<file path="src/design/interconnect_pkg.sv">
package interconnect_pkg;

  // ====================
  // message geometry
  // ====================

  localparam int ADDR_BITS = 4;
  localparam int DATA_BITS = 16;
  // endpoint address sits on top of the data word
  localparam int MSG_BITS = ADDR_BITS + DATA_BITS;

  // pass-through, classifier, loopback
  localparam int N_RESP_SRC = 3;

  typedef logic [MSG_BITS-1:0] msg_t;
  typedef logic [DATA_BITS-1:0] data_t;

  // ====================
  // encodings
  // ====================

  // endpoint opcodes, anything else is unmapped
  typedef enum logic [ADDR_BITS-1:0] {
    ADDR_XBAR_DATA  = 4'd0,
    ADDR_XBAR_CFG   = 4'd1,
    ADDR_CUTOFF_CFG = 4'd2,
    ADDR_LOOPBACK   = 4'd9
  } addr_e;

  // arbiter input index, also the response tag
  typedef enum logic [ADDR_BITS-1:0] {
    SRC_PASS  = 4'd0,
    SRC_CLASS = 4'd1,
    SRC_LOOP  = 4'd2
  } resp_src_e;

  // crossbar output select
  typedef enum logic {
    ROUTE_PASS  = 1'b0,
    ROUTE_CLASS = 1'b1
  } route_e;

endpackage

</file>
<file path="src/design/route_ctrl.sv">
`timescale 1ns/1ps

module route_ctrl (
  input  logic                     clk,
  input  logic                     rst_n_i,
  // host stream
  input  logic                     host_val_i,
  input  interconnect_pkg::msg_t   host_msg_i,
  output logic                     host_rdy_o,
  // sample stream into the crossbar
  output logic                     xbar_val_o,
  output interconnect_pkg::data_t  xbar_data_o,
  input  logic                     xbar_rdy_i,
  // loopback stream into the arbiter
  output logic                     loop_val_o,
  output interconnect_pkg::data_t  loop_data_o,
  input  logic                     loop_rdy_i,
  // configuration registers
  output interconnect_pkg::route_e route_o,
  output interconnect_pkg::data_t  cutoff_o
);
  import interconnect_pkg::*;

  addr_e  host_addr;
  data_t  host_data;
  logic   host_fire;
  route_e route_q;
  data_t  cutoff_q;

  // split the message into opcode and payload
  assign host_addr = addr_e'(host_msg_i[MSG_BITS-1 -: ADDR_BITS]);
  assign host_data = host_msg_i[DATA_BITS-1:0];

  // ====================
  // handshake steering
  // ====================

  // both data outputs just follow the payload, valid picks the endpoint
  assign xbar_data_o = host_data;
  assign loop_data_o = host_data;

  always_comb begin
    xbar_val_o = 1'b0;
    loop_val_o = 1'b0;
    // config and unmapped addresses never stall
    host_rdy_o = 1'b1;
    case (host_addr)
      ADDR_XBAR_DATA: begin
        xbar_val_o = host_val_i;
        host_rdy_o = xbar_rdy_i;
      end
      ADDR_LOOPBACK: begin
        loop_val_o = host_val_i;
        host_rdy_o = loop_rdy_i;
      end
      default: begin
        // config writes land in the registers below
        // unmapped messages are swallowed here
        xbar_val_o = 1'b0;
        loop_val_o = 1'b0;
      end
    endcase
  end

  assign host_fire = host_val_i && host_rdy_o;

  // ====================
  // config registers
  // ====================

  // new value is visible to the very next message
  always_ff @(posedge clk) begin
    if (!rst_n_i) begin
      route_q  <= ROUTE_PASS;
      cutoff_q <= '0;
    end else if (host_fire) begin
      case (host_addr)
        ADDR_XBAR_CFG: begin
          // only the lsb selects the route
          route_q <= route_e'(host_data[0]);
        end
        ADDR_CUTOFF_CFG: begin
          cutoff_q <= host_data;
        end
        default: begin
          route_q  <= route_q;
          cutoff_q <= cutoff_q;
        end
      endcase
    end
  end

  assign route_o  = route_q;
  assign cutoff_o = cutoff_q;

endmodule

</file>
<file path="src/design/stream_xbar.sv">
`timescale 1ns/1ps

module stream_xbar (
  input  interconnect_pkg::route_e route_i,
  // input stream
  input  logic                     in_val_i,
  input  interconnect_pkg::data_t  in_data_i,
  output logic                     in_rdy_o,
  // output 0, straight to the response path
  output logic                     pass_val_o,
  output interconnect_pkg::data_t  pass_data_o,
  input  logic                     pass_rdy_i,
  // output 1, into the classifier
  output logic                     class_val_o,
  output interconnect_pkg::data_t  class_data_o,
  input  logic                     class_rdy_i
);
  import interconnect_pkg::*;

  logic sel_class;

  assign sel_class = (route_i == ROUTE_CLASS);

  // ====================
  // forward path
  // ====================

  // data fans out to both, the unselected side never sees valid
  assign pass_data_o  = in_data_i;
  assign class_data_o = in_data_i;

  assign pass_val_o  = in_val_i && !sel_class;
  assign class_val_o = in_val_i && sel_class;

  // ====================
  // backward path
  // ====================

  // ready comes from whichever output is selected
  assign in_rdy_o = sel_class ? class_rdy_i : pass_rdy_i;

endmodule

</file>
<file path="src/design/mag_classifier.sv">
`timescale 1ns/1ps

module mag_classifier (
  input  logic                    clk,
  input  logic                    rst_n_i,
  // sample stream
  input  logic                    in_val_i,
  input  interconnect_pkg::data_t in_data_i,
  output logic                    in_rdy_o,
  // unsigned cutoff magnitude
  input  interconnect_pkg::data_t cutoff_i,
  // one-bit result stream
  output logic                    out_val_o,
  output logic                    out_bit_o,
  input  logic                    out_rdy_i
);
  import interconnect_pkg::*;

  // one extra bit so the most negative sample gives 32768
  logic [DATA_BITS:0] mag;
  logic               above;
  logic               in_fire;
  logic               full_q;
  logic               bit_q;

  // two's complement absolute value
  assign mag = in_data_i[DATA_BITS-1] ? ({1'b0, ~in_data_i} + 1'b1) : {1'b0, in_data_i};

  // strictly greater than the cutoff
  assign above = (mag > {1'b0, cutoff_i});

  // one-entry output buffer, can refill while draining
  assign in_rdy_o = !full_q || out_rdy_i;
  assign in_fire  = in_val_i && in_rdy_o;

  always_ff @(posedge clk) begin
    if (!rst_n_i) begin
      full_q <= 1'b0;
    end else if (in_fire) begin
      full_q <= 1'b1;
    end else if (out_rdy_i) begin
      full_q <= 1'b0;
    end
  end

  always_ff @(posedge clk) begin
    if (in_fire) begin
      bit_q <= above;
    end
  end

  assign out_val_o = full_q;
  assign out_bit_o = bit_q;

endmodule

</file>
<file path="src/design/resp_arbiter.sv">
`timescale 1ns/1ps

module resp_arbiter (
  input  logic                    clk,
  input  logic                    rst_n_i,
  // source 0, crossbar pass-through
  input  logic                    pass_val_i,
  input  interconnect_pkg::data_t pass_data_i,
  output logic                    pass_rdy_o,
  // source 1, classifier result
  input  logic                    class_val_i,
  input  logic                    class_bit_i,
  output logic                    class_rdy_o,
  // source 2, loopback
  input  logic                    loop_val_i,
  input  interconnect_pkg::data_t loop_data_i,
  output logic                    loop_rdy_o,
  // tagged response to the host
  output logic                    resp_val_o,
  output interconnect_pkg::msg_t  resp_msg_o,
  input  logic                    resp_rdy_i
);
  import interconnect_pkg::*;

  logic [N_RESP_SRC-1:0] req;
  logic                  grant_vld;
  resp_src_e             grant_src;
  data_t                 grant_data;
  logic                  buf_free;
  logic                  win;
  resp_src_e             last_q;
  logic                  full_q;
  msg_t                  msg_q;

  // request vector indexed by source tag
  assign req = {loop_val_i, class_val_i, pass_val_i};

  // ====================
  // round-robin grant
  // ====================

  // search starts one past the last winner
  always_comb begin : grant_search
    int idx;
    grant_vld = 1'b0;
    grant_src = last_q;
    for (int k = 1; k <= N_RESP_SRC; k++) begin
      idx = (int'(last_q) + k) % N_RESP_SRC;
      if (!grant_vld && req[idx]) begin
        grant_vld = 1'b1;
        grant_src = resp_src_e'(idx[ADDR_BITS-1:0]);
      end
    end
  end

  always_comb begin
    case (grant_src)
      SRC_PASS:  grant_data = pass_data_i;
      // classifier bit is zero-extended
      SRC_CLASS: grant_data = {{(DATA_BITS-1){1'b0}}, class_bit_i};
      SRC_LOOP:  grant_data = loop_data_i;
      default:   grant_data = '0;
    endcase
  end

  // buffer takes a new entry while empty or draining
  assign buf_free = !full_q || resp_rdy_i;
  assign win      = grant_vld && buf_free;

  assign pass_rdy_o  = buf_free && grant_vld && (grant_src == SRC_PASS);
  assign class_rdy_o = buf_free && grant_vld && (grant_src == SRC_CLASS);
  assign loop_rdy_o  = buf_free && grant_vld && (grant_src == SRC_LOOP);

  // pointer starts at loop so pass-through wins first
  always_ff @(posedge clk) begin
    if (!rst_n_i) begin
      full_q <= 1'b0;
      last_q <= SRC_LOOP;
    end else if (win) begin
      full_q <= 1'b1;
      last_q <= grant_src;
    end else if (resp_rdy_i) begin
      full_q <= 1'b0;
    end
  end

  // tag goes in the address field
  always_ff @(posedge clk) begin
    if (win) begin
      msg_q <= {grant_src, grant_data};
    end
  end

  assign resp_val_o = full_q;
  assign resp_msg_o = msg_q;

endmodule

</file>
<file path="src/design/interconnect_top.sv">
`timescale 1ns/1ps

module interconnect_top (
  input  logic                   clk,
  input  logic                   rst_n_i,
  // host request stream
  input  logic                   host_val_i,
  input  interconnect_pkg::msg_t host_msg_i,
  output logic                   host_rdy_o,
  // tagged response stream
  output logic                   resp_val_o,
  output interconnect_pkg::msg_t resp_msg_o,
  input  logic                   resp_rdy_i
);
  import interconnect_pkg::*;

  logic   xbar_val;
  data_t  xbar_data;
  logic   xbar_rdy;
  logic   loop_val;
  data_t  loop_data;
  logic   loop_rdy;
  route_e route;
  data_t  cutoff;
  logic   pass_val;
  data_t  pass_data;
  logic   pass_rdy;
  logic   class_in_val;
  data_t  class_in_data;
  logic   class_in_rdy;
  logic   class_val;
  logic   class_bit;
  logic   class_rdy;

  // ====================
  // request side
  // ====================

  route_ctrl u_route_ctrl (
    .clk         (clk),
    .rst_n_i     (rst_n_i),
    .host_val_i  (host_val_i),
    .host_msg_i  (host_msg_i),
    .host_rdy_o  (host_rdy_o),
    .xbar_val_o  (xbar_val),
    .xbar_data_o (xbar_data),
    .xbar_rdy_i  (xbar_rdy),
    .loop_val_o  (loop_val),
    .loop_data_o (loop_data),
    .loop_rdy_i  (loop_rdy),
    .route_o     (route),
    .cutoff_o    (cutoff)
  );

  stream_xbar u_stream_xbar (
    .route_i      (route),
    .in_val_i     (xbar_val),
    .in_data_i    (xbar_data),
    .in_rdy_o     (xbar_rdy),
    .pass_val_o   (pass_val),
    .pass_data_o  (pass_data),
    .pass_rdy_i   (pass_rdy),
    .class_val_o  (class_in_val),
    .class_data_o (class_in_data),
    .class_rdy_i  (class_in_rdy)
  );

  mag_classifier u_mag_classifier (
    .clk       (clk),
    .rst_n_i   (rst_n_i),
    .in_val_i  (class_in_val),
    .in_data_i (class_in_data),
    .in_rdy_o  (class_in_rdy),
    .cutoff_i  (cutoff),
    .out_val_o (class_val),
    .out_bit_o (class_bit),
    .out_rdy_i (class_rdy)
  );

  // ====================
  // response side
  // ====================

  resp_arbiter u_resp_arbiter (
    .clk         (clk),
    .rst_n_i     (rst_n_i),
    .pass_val_i  (pass_val),
    .pass_data_i (pass_data),
    .pass_rdy_o  (pass_rdy),
    .class_val_i (class_val),
    .class_bit_i (class_bit),
    .class_rdy_o (class_rdy),
    .loop_val_i  (loop_val),
    .loop_data_i (loop_data),
    .loop_rdy_o  (loop_rdy),
    .resp_val_o  (resp_val_o),
    .resp_msg_o  (resp_msg_o),
    .resp_rdy_i  (resp_rdy_i)
  );

endmodule

</file>
<file path="config.mk">
export PLATFORM = sky130hd
export DESIGN_NAME = interconnect_top
export DESIGN_NICKNAME = d
export VERILOG_FILES = /design/src/design/interconnect_pkg.sv /design/src/design/route_ctrl.sv /design/src/design/stream_xbar.sv /design/src/design/mag_classifier.sv /design/src/design/resp_arbiter.sv /design/src/design/interconnect_top.sv
export SDC_FILE = /design/constraint.sdc
export NUM_CORES = 1
export LEC_CHECK = 0
export ABC_AREA = 1
export BUFFER_PORTS_ARGS = -buffer_cell sky130_fd_sc_hd__buf_2
export CORE_MARGIN = 3
export CORE_UTILIZATION = 46
export CTS_CLUSTER_SIZE = 24
export DETAILED_ROUTE_END_ITERATION = 12
export MAX_ROUTING_LAYER = met4
export PLACE_DENSITY = 0.67
export SLEW_MARGIN = 20
export SYNTH_ARGS = -nofsm -noshare
export SYNTH_HDL_FRONTEND = slang
export SYNTH_SLANG_ARGS = --single-unit
</file>
<file path="constraint.sdc">
create_clock -name clk -period 8.3 [get_ports clk]
set_input_delay 1.66 -clock clk [delete_from_list [all_inputs] [get_ports clk]]
set_output_delay 1.66 -clock clk [all_outputs]
set_load 0.005 [all_outputs]
</file>
== Word level (Yosys, flattened, before mapping) ==
Cells that the tools add are included.

* Flip-flop bits (word level): 44
* Input port bits: 24
* Output and inout bits: 22
* Logic and storage cells: 73

* $add $sub $neg: 4
* Divide/modulo/power cells: 3
* Order comparisons: 4
* Eq/ne operators: 5
* Multiplexer cells: 25
* Bitwise operators: 1
* Reduce and logical (&&, ||, !) cells: 24

{| class="wikitable"
|+ Operators by type and width
! cell !! number
|-
| 32-bit by 4-bit less-than comparator with 1-bit output, second input constant || 3
|-
| 32-bit by 3-bit modulo with 32-bit output, second input constant || 3
|-
| 16-bit one-hot mux with 2 select lines || 1
|-
| 16-bit by 1-bit adder with 17-bit output, second input constant || 1
|-
| 17-bit by 16-bit greater-than comparator with 1-bit output || 1
|-
| 17-bit 2-to-1 mux || 1
|-
| 1-bit 2-to-1 mux || 16
|-
| 16-bit NOT || 1
|-
| 4-bit 2-to-1 mux || 3
|-
| 4-bit by 2-bit adder with 5-bit output, second input constant || 2
|-
| 1-bit logical AND || 10
|-
| 4-bit by 1-bit equality test with 1-bit output, second input constant || 2
|-
| 4-bit by 2-bit equality test with 1-bit output, second input constant || 2
|-
| 4-bit logical NOT || 2
|-
| 1-bit binary-select mux with 2-bit select || 3
|-
| 4-bit by 1-bit adder with 5-bit output, second input constant || 1
|-
| 1-bit logical NOT || 5
|-
| 4-bit equality test, second input constant || 1
|-
| 2-bit AND reduction || 2
|-
| 2-bit nonzero test || 2
|-
| 1-bit logical OR || 2
|-
| 1-bit one-hot mux with 2 select lines || 1
|-
| 2-bit OR reduction || 1
|}

== Longest topological paths before layout ==
Gate-level depths: netlist (run 1).

* Depth in word-level cells: 20
* Mapped depth: 46
* Mapped depth without buffers: 44

== Hierarchy ==
A second synthesis (run 1) with hierarchy kept.

* Cells, all modules: 827
* Area, all modules: 5,621.6 um2

{| class="wikitable"
|+ Modules (own cells, without submodules)
! module !! times used !! cells an instance !! area each (um2) !! seq. area each (um2)
|-
| resp_arbiter || 1 || 462 || 3,357.0 || 700.7
|-
| route_ctrl || 1 || 162 || 1,057.3 || 340.3
|-
| mag_classifier || 1 || 163 || 937.1 || 50.0
|-
| stream_xbar || 1 || 40 || 270.3 || 0.0
|}

== Worst setup path after synthesis (run 1) ==
No wires, ideal clock.

* Kind: register to output
* Start: reg u_resp_arbiter.last_q[1]
* End: out host_rdy_o
* Arrival time: 4.800 ns
* Data required time: 6.640 ns
* Slack: 1.840 ns
* Cell stages (with the launch flop): 38
* Path buffers: 2
* Cell sequence: dfxtp_1 > inv_1 > ha_1 > nand2_2 > nand2_2 > xor2_2 > ha_1 > mux2i_1 > or2_1 > nand3_1 > inv_1 > ha_1 > inv_1 > nand2_1 > nor2_1 > xor2_1 > ha_1 > nor2_1 > (+2 left out) > nand2_4 > nand2_2 > nand2_2 > nand2_1 > nand3_1 > nand2_1 > inv_1 > nand4_1 > nand2_1 > inv_2 > nand3_2 > nand2_1 > nand2_1 > nand2_1 > nand2_1 > nand2_2 > buf_6 > buf_6

* Cells in the longest elaborated chain, start to end: 17
* Elaborated cells between the ends (all ways): 35
* Classes of those cells: add/sub: 3; div: 3; eq/ne: 2; mux: 17; reduce/logical: 10

{| class="wikitable"
|+ RTL lines
! item !! line !! source
|-
| start: declaration || resp_arbiter.sv:31 || <nowiki>resp_src_e last_q;</nowiki>
|-
| start signal: assignment || resp_arbiter.sv:81 || <nowiki>last_q <= grant_src;</nowiki>
|-
| 4-bit by 1-bit adder with 5-bit output || resp_arbiter.sv:48 || <nowiki>idx = (int'(last_q) + k) % N_RESP_SRC;</nowiki>
|-
| 32-bit by 3-bit modulo with 32-bit output || resp_arbiter.sv:48 ||
|-
| 1-bit binary-select mux with 2-bit select || resp_arbiter.sv:49 || <nowiki>if (!grant_vld && req[idx]) begin</nowiki>
|-
| 1-bit 2-to-1 mux (implied by the code) (2 in series) || resp_arbiter.sv:49 ||
|-
| 1-bit 2-to-1 mux || resp_arbiter.sv:49 ||
|-
| 1-bit logical NOT || resp_arbiter.sv:49 ||
|-
| 1-bit logical AND || resp_arbiter.sv:49 ||
|-
| 1-bit 2-to-1 mux || resp_arbiter.sv:49 ||
|-
| 1-bit logical NOT || resp_arbiter.sv:49 ||
|-
| 1-bit logical AND || resp_arbiter.sv:49 ||
|-
| 1-bit 2-to-1 mux * || resp_arbiter.sv:49 ||
|-
| 1-bit logical AND * || - ||
|-
| named net u_resp_arbiter.win || resp_arbiter.sv:30 || <nowiki>logic win;</nowiki>
|-
| 1-bit logical AND || resp_arbiter.sv:71 || <nowiki>assign class_rdy_o = buf_free && grant_vld && (grant_src == SRC_CLASS);</nowiki>
|-
| 1-bit logical OR || mag_classifier.sv:33 || <nowiki>assign in_rdy_o = !full_q || out_rdy_i;</nowiki>
|-
| 1-bit 2-to-1 mux || stream_xbar.sv:40 || <nowiki>assign in_rdy_o = sel_class ? class_rdy_i : pass_rdy_i;</nowiki>
|-
| 1-bit one-hot mux with 2 select lines * || route_ctrl.sv:47 || <nowiki>case (host_addr)</nowiki>
|-
| end: declaration || interconnect_top.sv:9 || <nowiki>output logic host_rdy_o,</nowiki>
|}

The timed path passes the listed nets; every way through them passes the cells marked *. The select of a mux whose other input is x is not followed.

== Final worst setup path (run 1) ==
Same ends and word-level chain as after synthesis.

==> results of run 1 <==
cells in the final DEF (no fill, tap or decap), types with 14 or more instances in the layout:
cell	count
ha_1	36
inv_1	97
nand4_1	35
edfxtp_1	21
nand2_2	40
nor2_1	62
xor2_1	20
o21ai_0	19
dfxtp_1	23
nand3_1	32
nand2_1	145
a21oi_1	14
buf_2	45
metrics by stage:
step | utilization, % | setup slack, ns | instances | instance area, um2 | hold WS [ns]
final | 52.3 | 0.834 | 818 | 4900 | 0.532
after global routing | 52.3 | 0.223 | 818 | 4900 | 0.563
after CTS | 52.3 | 0.808 | 818 | 4900 | 0.529
after detailed placement | 51.4 | 1.17 | 810 | 4820 | 0.512
after global placement | 51.4 | 1.42 | 810 | 4820 | 0.517
after floorplan | - | 1.84 | 647 | 4510 | 0.480
layer usage:
layer	vias to the layer above	track usage [%]	share of wire (%)
met5	-	-	0
met4	0	3.94	0.48
met3	4	3.83	6.6
met2	115	31.9	45
met1	1888	27.5	48
li1	2161	-	-
worst min path at each step:
stage | from | end | cells after the start
5_1_grt | u_resp_arbiter.resp_val_o | u_resp_arbiter.resp_val_o | 2
4_1_cts | u_resp_arbiter.resp_val_o | u_resp_arbiter.resp_val_o | 2
2_1_floorplan | u_resp_arbiter.resp_val_o | u_resp_arbiter.resp_val_o | 2
3_5_place_dp | u_resp_arbiter.resp_val_o | u_resp_arbiter.resp_val_o | 2
3_3_place_gp | u_route_ctrl.cutoff_o[1] | u_route_ctrl.cutoff_o[1] | 4
6_report | u_resp_arbiter.resp_val_o | u_resp_arbiter.resp_val_o | 2
critical path: cells and delay by family, from the launching register on:
| kind | cells | cell delay [ns] |
|---|---|---|
| and+or+nand+nor | 23 | 2.21 |
| DFF | 1 | 0.55 |
| xor gates and xnor gates | 2 | 0.44 |
| muxes | 1 | 0.29 |
| adders and majority gates | 4 | 1.00 |
| buffers and inverters | 6 | 0.98 |
cells in the mapped netlist, drive strengths merged:
cell | number | area share, %
clkbuf | 4 | 0.33
a211oi | 1 | 0.17
a21boi | 3 | 0.67
xor2 | 21 | 4.2
or2 | 3 | 0.42
o41ai | 1 | 0.19
nor3 | 3 | 0.33
o21bai | 1 | 0.25
a2111oi | 1 | 0.19
xnor2 | 2 | 0.39
a21oi | 14 | 1.6
nor3b | 1 | 0.17
nor4 | 1 | 0.14
nand3 | 47 | 7.2
nand3b | 1 | 0.44
nor2 | 76 | 8.1
inv | 112 | 9.4
buf | 9 | 1.8
o21ai | 28 | 3.5
o211ai | 2 | 0.44
a31oi | 4 | 0.55
dfxtp | 23 | 10
edfxtp | 21 | 14
nand4 | 36 | 5.3
clkinv | 2 | 0.19
nand2 | 191 | 19
mux2i | 3 | 0.75
ha | 36 | 10
logic make-up (layout without fill, tap and decap cells):
family | after synthesis | in the layout
muxes | 3 | 3
DFF | 44 | 44
AOI/OAI and AO/OA | 55 | 55
adders and majority gates | 36 | 36
and+or+nand+nor | 359 | 359
buffers and inverters | 127 | 169
xor gates and xnor gates | 23 | 23
registers in the layout, indices dropped and copies added, names as in the netlist:
| signal | flops |
|---|---|
| u_resp_arbiter.resp_msg_o | 20 |
| u_route_ctrl.cutoff_o | 16 |
| u_resp_arbiter.last_q | 4 |
| u_mag_classifier.out_bit_o | 1 |
| u_mag_classifier.out_val_o | 1 |
| u_resp_arbiter.resp_val_o | 1 |
| u_route_ctrl.route_o | 1 |
final cells by class:
class | instances | area, um2 | share of cell area, %
well taps | 129 | 161 | 3.29
clock buffers | 6 | 72.6 | 1.48
multi-input cells | 476 | 2890 | 59.0
flip-flops and latches | 44 | 1090 | 22.2
inverters | 114 | 434 | 8.85
repair buffers | 47 | 240 | 4.90
clock inverters | 2 | 12.5 | 0.255
==> impl_metrics.yaml, run 1 <==
global_routing:
  grt_pass1_vias: 3912
  gr-total-overflow: 0
  grt_pass1_wl_mm: 18.0
  grt_max_degree: 30
  grt_usage_pct: 20.3
  antenna_found_initial: 0
timing:
  period_needed_ns: 7.47
  setup_viol: 0
  skew_ns: 0.00905
  worstMarginPinSlew_ns: 0.872
  final-hold-violation-count: 0
  drv_slew: 0
  slew_headroom_pct: 41.8
  fmax_mhz: 134
  post-route-period-util_pct: 90.0
  finalSetupTns_ns: 0
  rsz0062_at_grt: "false"
critical_path:
  critPathMostFrequentCell: "nand2_1"
  cp-end-kind: "output port"
  crit_path_max_fanout: 29
  worstSetupPathType: "reg -> out"
  worst_ep_required_time_ns: 6.64
  rr_startpoint: "u_resp_arbiter.last_q[1]"
  arrival_ns: 5.81
  cp-startpoint: "u_resp_arbiter.last_q[1]"
  worst_r2r_path_depth: 40
  worst_path_largest_cell_delay_ns: 0.55
  crit_path_end: "host_rdy_o"
  worstSetupStartpointType: "register"
  rrSetupSlack_ns: 2.01
  reg2reg_to: "u_route_ctrl.cutoff_o[14]"
  crit_slowest_cell: "dfxtp_1"
route:
  num_vias: 4168
  routed_via_density: 5.10
  routed_wl_mm: 10.7
  wire_per_inst_um: 13.1
  drt_iter0_drc: 236
  first_pass_iters: 7
  drc: 0
  drtAntennaViolNets: 0
yosys:
  syn_avg_cell_area_um2: 6.98
  syn_nets: 707
  yosys_register_bits: 44
  synth_area_um2: 4510
  synth_top_family_by_area: "simple AND/OR/NAND/NOR gates"
  synthXorXnorAreaFrac_pct: 4.63
  ys.warnings.count: 0
  synthMuxAreaShare_pct: 0.749
  ys_seq_area_share_pct: 24.2
  netlist_instances: 647
  synth-simple-area-share_pct: 41.2
  ys_types: 50
  synth_adder_area_share_pct: 9.98
  synth_compound_area_share_pct: 7.54
clocking:
  cts.sinks: 44
  root_buffer: "clkbuf_8"
  htreeDepth: 2
  cts_setup_buffers: 0
  path_clk_slew_ns: 0.09
  ctsResizeCount: 0
  insertion_delay_ns: 0.31
  cts_tree: "built"
  clk_path_buf_depth: 2
  numCtsBuffers: 5
  ctsHoldBuffers: 0
cells_and_area:
  syn2layout_area_growth_pct: 8.68
  final_nets: 748
  n_fill_cell: 970
  layout-drive-gt1-share_pct: 23.1
  num_antenna_cells: 0
placed_design:
  hpwl_mm: 8.39
  gp_congestion: 0.910
  port_buffers: 45
die:
  die_width_um: 105
  start_util_pct: 48.2
  fp.dieH_um: 105
  core_um2: 9370
  dieArea_um2: 11000
  core.rowCount: 35
  io_pins: 46
hold_path:
  hold_path_class: "reg -> reg"
run:
  drv_cap: 0
run_status:
  status: "completed"
Power of run 1 is left out: the tool's default activity adds up to more than one toggle a clock period on the data nets, which glitch-free logic cannot reach.
==> run 2: changes to the inputs <==
- ABC_AREA: 1 -> 0
- CORE_UTILIZATION: 46 -> 55
- PLACE_DENSITY: 0.67 -> 0.77
==> impl_metrics.yaml, run 2 <==
route:
  first_pass_iters: 5
  drtAntennaViolNets: 0
  wire_per_inst_um: 16.5
  routed_wl_mm: 11.8
  drt_iter0_drc: 308
  num_vias: 4537
  drc: 0
  routed_via_density: 6.34
cells_and_area:
  final_cell_mix: "45 x buf_2, 41 x inv_1, 37 x nor2_1"
  post-route-util_pct: 64.2
  regArea_um2: 1090
  fin_cells: 716
  syn2layout_area_growth_pct: 12.1
  final_nets: 670
  num_antenna_cells: 0
  multi_input_area_um2: 3480
  layout-drive-gt1-share_pct: 18.5
  n_fill_cell: 668
  largest_reg_flops: 20
  layout_commonest_cell: "buf_2"
clocking:
  cts.sinks: 44
  ctsHoldBuffers: 0
  htreeDepth: 2
  clk_path_buf_depth: 2
  cts_tree: "built"
  insertion_delay_ns: 0.30
  root_buffer: "clkbuf_8"
  numCtsBuffers: 5
  path_clk_slew_ns: 0.09
yosys:
  ys_seq_area_share_pct: 23.0
  ys_types: 89
  netlist.area_leader.share_pct: 13.3
  yosysTopAreaCell: "edfxtp_1"
  synth_area_leaders: "edfxtp_1 13%, dfxtp_1 9.7%, ha_1 9.5%"
  synthTopCellsByCount: "41 x inv_1, 38 x nor2_1, 36 x ha_1, 33 x nand2_1, 27 x o21ai_0"
  synth_enable_flop_cells: 21
  syn_avg_cell_area_um2: 8.38
  synth_area_um2: 4750
  netlist_instances: 567
  yosys_register_bits: 44
  syn_nets: 627
  synth.most_common_cell: "inv_1"
  synthArstFlopShare_pct: 0
  ys.flop_type: "dfxtp_1"
  ys.warnings.count: 0
global_routing:
  grt_pass1_wl_mm: 19.4
  grt_pass1_vias: 4071
  grt_max_degree: 26
  antenna_found_initial: 0
  grt_usage_pct: 24.0
  gr-total-overflow: 0
critical_path:
  crit_path_max_fanout: 15
  critPathMostFrequentCell: "ha_1"
  worst_ep_required_time_ns: 6.64
  cp-end-kind: "output port"
  worstSetupStartpointType: "register"
  worstSetupPathType: "reg -> out"
  crit_slowest_cell: "ha_1"
  arrival_ns: 6.40
  worst_path_largest_cell_delay_ns: 0.38
pwr:
  p_per_area_nw_per_um2: 374
  power_leakage_nw: 2.22
  ir_worst_vdd_uv: 255
  p_comb_share_pct: 73.2
  p_seq_share_pct: 18.2
  power_switching_w: 0.000962
  sw_frac_of_total_pct: 48.4
  power.internal_w: 0.00103
  pwr-share-clk_pct: 8.7
timing:
  setup_viol: 0
  setup_ws_ns: 0.240
  period_needed_ns: 8.06
  finalSetupTns_ns: 0
  slew_headroom_pct: 32.1
  final-hold-violation-count: 0
  skew_ns: 0.0105
  worstMarginPinSlew_ns: 1.02
  fmax_mhz: 124
  drv_slew: 0
  post-route-period-util_pct: 97.1
die:
  fp.dieH_um: 98.9
  core.rowCount: 33
  start_util_pct: 57.2
  die_width_um: 98.9
  core_um2: 8300
  io_pins: 46
  dieArea_um2: 9790
placed_design:
  gp_congestion: 0.973
  port_buffers: 45
  dp_slack_ns: 0.437
  dp_cells: 703
  hpwl_mm: 8.76
hold_path:
  hold_path_class: "reg -> reg"
run_status:
  status: "completed"
run:
  drv_cap: 0
==> run 2: cell count changes in the layout (fill, tap and decap cells not counted), moves of 15 or more <==
| cell | delta |
|---|---|
| mux2i_1 | +17 |
| nand2_1 | -112 |
| nor3_1 | +15 |
| nand4_1 | -29 |
| nand3_1 | -21 |
| inv_1 | -56 |
| nand2_2 | -40 |
| nor2b_1 | +21 |
| and2_1 | +20 |
| nor2_1 | -25 |
==> run 2: final cells by class <==
cell class	count	share of cell area, %
tap	105	2.47
multi-input combinational	458	65.4
clock buffer	5	1.29
sequential	44	20.5
inverter	41	2.89
clock inverter	3	0.869
timing repair buffer	60	6.58
==> run 2: routing by layer <==
layer | GRT usage [%] | vias up | wire length [um]
met5 | - | - | 0
met4 | 4.31 | 0 | 146
met3 | 3.18 | 17 | 668
met2 | 37.6 | 171 | 5450
met1 | 33.6 | 2156 | 5570
li1 | - | 2193 | -
==> run 2: power groups by stage <==
stage                     logic [W]  clock network (W)  registers (W)
after detailed placement    0.00132                  0       0.000365
after global placement      0.00129                  0       0.000363
final                       0.00146           0.000173       0.000361
after floorplan             0.00100                  0       0.000365
after global routing        0.00158           0.000184       0.000368
after CTS                   0.00133           0.000177       0.000361
==> run 2: path summary, 6_finish.rpt <==
path / cells after the start / to / from / slack (ns)
worst max-delay path: 29 / host_rdy_o / u_resp_arbiter.last_q[1] / 0.24
worst min-delay path: 2 / u_route_ctrl.cutoff_o[3] / u_route_ctrl.cutoff_o[3] / 0.53
worst max register to register: 27 / u_resp_arbiter.last_q[0] / u_resp_arbiter.last_q[1] / 1.98
worst min register to register: 2 / u_route_ctrl.cutoff_o[3] / u_route_ctrl.cutoff_o[3] / 0.53
==> run 2: worst max-delay path, delay by kind of cell, from the launching register on <==
family | cells | cell delay (ns)
adder cells (fa/ha/maj) | 4 | 1.08
buffers and inverters | 4 | 0.50
flip-flops | 1 | 0.32
multiplexers | 1 | 0.30
AND/OR/NAND/NOR | 4 | 0.86
AO/OA/AOI/OAI | 14 | 2.70
XOR/XNOR | 2 | 0.33
==> run 2: cell families after synthesis <==
family	synth area share, %
simple gates	24.5
compound gates	27.6
buf+inv	5.51
flops	23.0
fa+ha+maj	9.48
xor+xnor	5.22
mux	4.69
==> run 2: through the flow <==
| step | cell area [um2] | total power [W] | hold slack (ns) |
|---|---|---|---|
| 6_report | 5330 | 0.00199 | 0.525 |
| 5_1_grt | 5330 | 0.00213 | 0.553 |
| 4_1_cts | 5190 | 0.00187 | 0.531 |
| 3_5_place_dp | 5070 | 0.00169 | 0.508 |
| 3_3_place_gp | 5070 | 0.00166 | 0.498 |
| 2_1_floorplan | 4750 | 0.00137 | 0.480 |
==> run 2: repair_timing <==
item / CTS / global route
setup endpoints to repair: 0 / 1
resized for setup: 0 / 17
buffers inserted: 0 / 5
Power figures use the tool's default switching activity.
==> run 3: changes to the inputs <==
- PLACE_DENSITY: 0.77 -> 0.76
- SYNTH_HIERARCHICAL: unset -> 1
==> impl_metrics.yaml, run 3 <==
yosys:
  yosysTopAreaCell: "edfxtp_1"
  ys_types: 93
  synth_area_leaders: "edfxtp_1 12%, buf_4 9.1%, dfxtp_1 8.6%"
  netlist.area_leader.share_pct: 11.7
  ys_seq_area_share_pct: 20.3
  syn_nets: 713
  yosys_register_bits: 44
  ys.flop_type: "dfxtp_1"
  synth_area_um2: 5380
  ys.warnings.count: 6
  synth_enable_flop_cells: 21
  synthTopCellsByCount: "86 x nand2_1, 65 x buf_4, 45 x mux2i_1, 43 x nor2_1, 41 x inv_1"
  netlist_instances: 653
  synthArstFlopShare_pct: 0
  synth.most_common_cell: "nand2_1"
  syn_avg_cell_area_um2: 8.24
pwr:
  p_per_area_nw_per_um2: 364
  power_leakage_nw: 2.27
  ir_worst_vdd_uv: 243
placed_design:
  dp_cells: 755
  hpwl_mm: 9.12
  gp_congestion: 0.979
  port_buffers: 45
die:
  die_width_um: 105
  start_util_pct: 57.4
  dieArea_um2: 11000
  core.rowCount: 35
  fp.dieH_um: 105
  io_pins: 46
  core_um2: 9370
clocking:
  insertion_delay_ns: 0.30
  ctsHoldBuffers: 0
  cts.sinks: 44
  clk_path_buf_depth: 2
  root_buffer: "clkbuf_8"
  cts_tree: "built"
  numCtsBuffers: 5
  htreeDepth: 2
  path_clk_slew_ns: 0.08
route:
  routed_wl_mm: 12.2
  drc: 0
  first_pass_iters: 5
  wire_per_inst_um: 15.9
  drt_iter0_drc: 265
  num_vias: 4565
  drtAntennaViolNets: 0
  routed_via_density: 5.92
critical_path:
  worstSetupStartpointType: "register"
  worst_path_largest_cell_delay_ns: 0.58
  arrival_ns: 6.31
  crit_path_max_fanout: 10
  worstSetupPathType: "reg -> out"
  cp-end-kind: "output port"
  worst_ep_required_time_ns: 6.64
  crit_slowest_cell: "or4_4"
timing:
  skew_ns: 0.00479
  worstMarginPinSlew_ns: 1.08
  period_needed_ns: 7.97
  finalSetupTns_ns: 0
  setup_viol: 0
  fmax_mhz: 125
  drv_slew: 0
  slew_headroom_pct: 27.9
  post-route-period-util_pct: 96.0
  final-hold-violation-count: 0
cells_and_area:
  layout-drive-gt1-share_pct: 22.3
  layout_commonest_cell: "nand2_1"
  final_nets: 701
  largest_reg_flops: 20
  regArea_um2: 1100
  post-route-util_pct: 59.7
  final_cell_mix: "86 x nand2_1, 45 x buf_2, 44 x mux2i_1"
  num_antenna_cells: 0
  multi_input_area_um2: 3670
  n_fill_cell: 850
  fin_cells: 771
  syn2layout_area_growth_pct: 4.05
global_routing:
  grt_pass1_vias: 4325
  gr-total-overflow: 0
  antenna_found_initial: 0
  grt_usage_pct: 22.4
  grt_pass1_wl_mm: 20.4
  grt_max_degree: 40
run:
  drv_cap: 0
run_status:
  status: "completed"
hold_path:
  hold_path_class: "reg -> reg"
-- run 3: cell types whose count changed after synthesis, sizes merged, moves of 7 or more --
cell   before  now
mux2i      20   45
nor2b      22    7
o21ai      27   20
and2       22    6
nand2      33   91
a21oi      24   17
buf         8   78
-- run 3: what timing repair did --
item                       CTS  global route
resized for setup           10            30
setup endpoints to repair    1             1
pin swaps                    1             5
buffers inserted             0             8
-- run 3: layout make-up --
type	instances	area share, %
Multi-Input combinational cell	478	65.6
Clock buffer	8	1.61
Sequential cell	44	19.6
Tap cell	129	2.88
Timing Repair Buffer	69	7.38
Inverter	43	2.88
-- run 3: final timing paths --
| kind | start | to | slack (ns) | depth (start not counted) |
|---|---|---|---|---|
| worst min-delay path | u_route_ctrl/cutoff_o[13] | u_route_ctrl/cutoff_o[13] | 0.46 | 2 |
| worst max-delay path | u_resp_arbiter/last_q[0] | host_rdy_o | 0.33 | 28 |
| worst min register to register | u_route_ctrl/cutoff_o[13] | u_route_ctrl/cutoff_o[13] | 0.46 | 2 |
| worst max register to register | u_resp_arbiter/last_q[2] | u_resp_arbiter/resp_msg_o[0] | 2.38 | 22 |
-- run 3: kinds of logic (layout without fill, tap and decap cells) --
| group | count (synthesis) | after routing | share of synthesized area [%] |
|---|---|---|---|
| flip-flops | 44 | 44 | 20.3 |
| XOR/XNOR | 30 | 30 | 5.68 |
| adder cells (fa/ha/maj) | 36 | 36 | 8.37 |
| buffers and inverters | 131 | 120 | 14.8 |
| multiplexers | 52 | 52 | 9.98 |
| AND/OR/NAND/NOR | 225 | 225 | 21.4 |
| AO/OA/AOI/OAI | 135 | 135 | 19.5 |
-- run 3: stage by stage --
stage	setup slack, ns	power, W	hold slack, ns	cell area (um2)
after floorplan	0.0565	0.00147	0.435	5380
after global placement	0.262	0.00174	0.443	5250
after detailed placement	0.0607	0.00176	0.450	5250
after CTS	0.0251	0.00193	0.463	5380
after global routing	-0.00461	0.00220	0.478	5600
final	0.329	0.00204	0.462	5600
-- run 3: routing by layer --
metal | track usage (%) | vias up | wire length [um]
met3 | 4.01 | 13 | 685
met2 | 33.7 | 144 | 5360
met1 | 31.9 | 2156 | 6060
li1 | - | 2252 | -
met5 | - | - | 0
met4 | 3.94 | 0 | 115
-- run 3: critical path: cells and delay by family (launching register included) --
family	cells	cell delay [ns]
simple gates	10	1.99
compound gates	8	1.71
fa+ha+maj	4	0.86
flops	1	0.47
mux	2	0.46
buf+inv	3	0.37
xor+xnor	1	0.13
-- run 3: where the power goes --
group	internal [W]	switching (W)	total, W
Clock	0.0000680	0.0000720	0.000140
Combinational	0.000647	0.000866	0.00151
Sequential	0.000357	0.0000270	0.000384
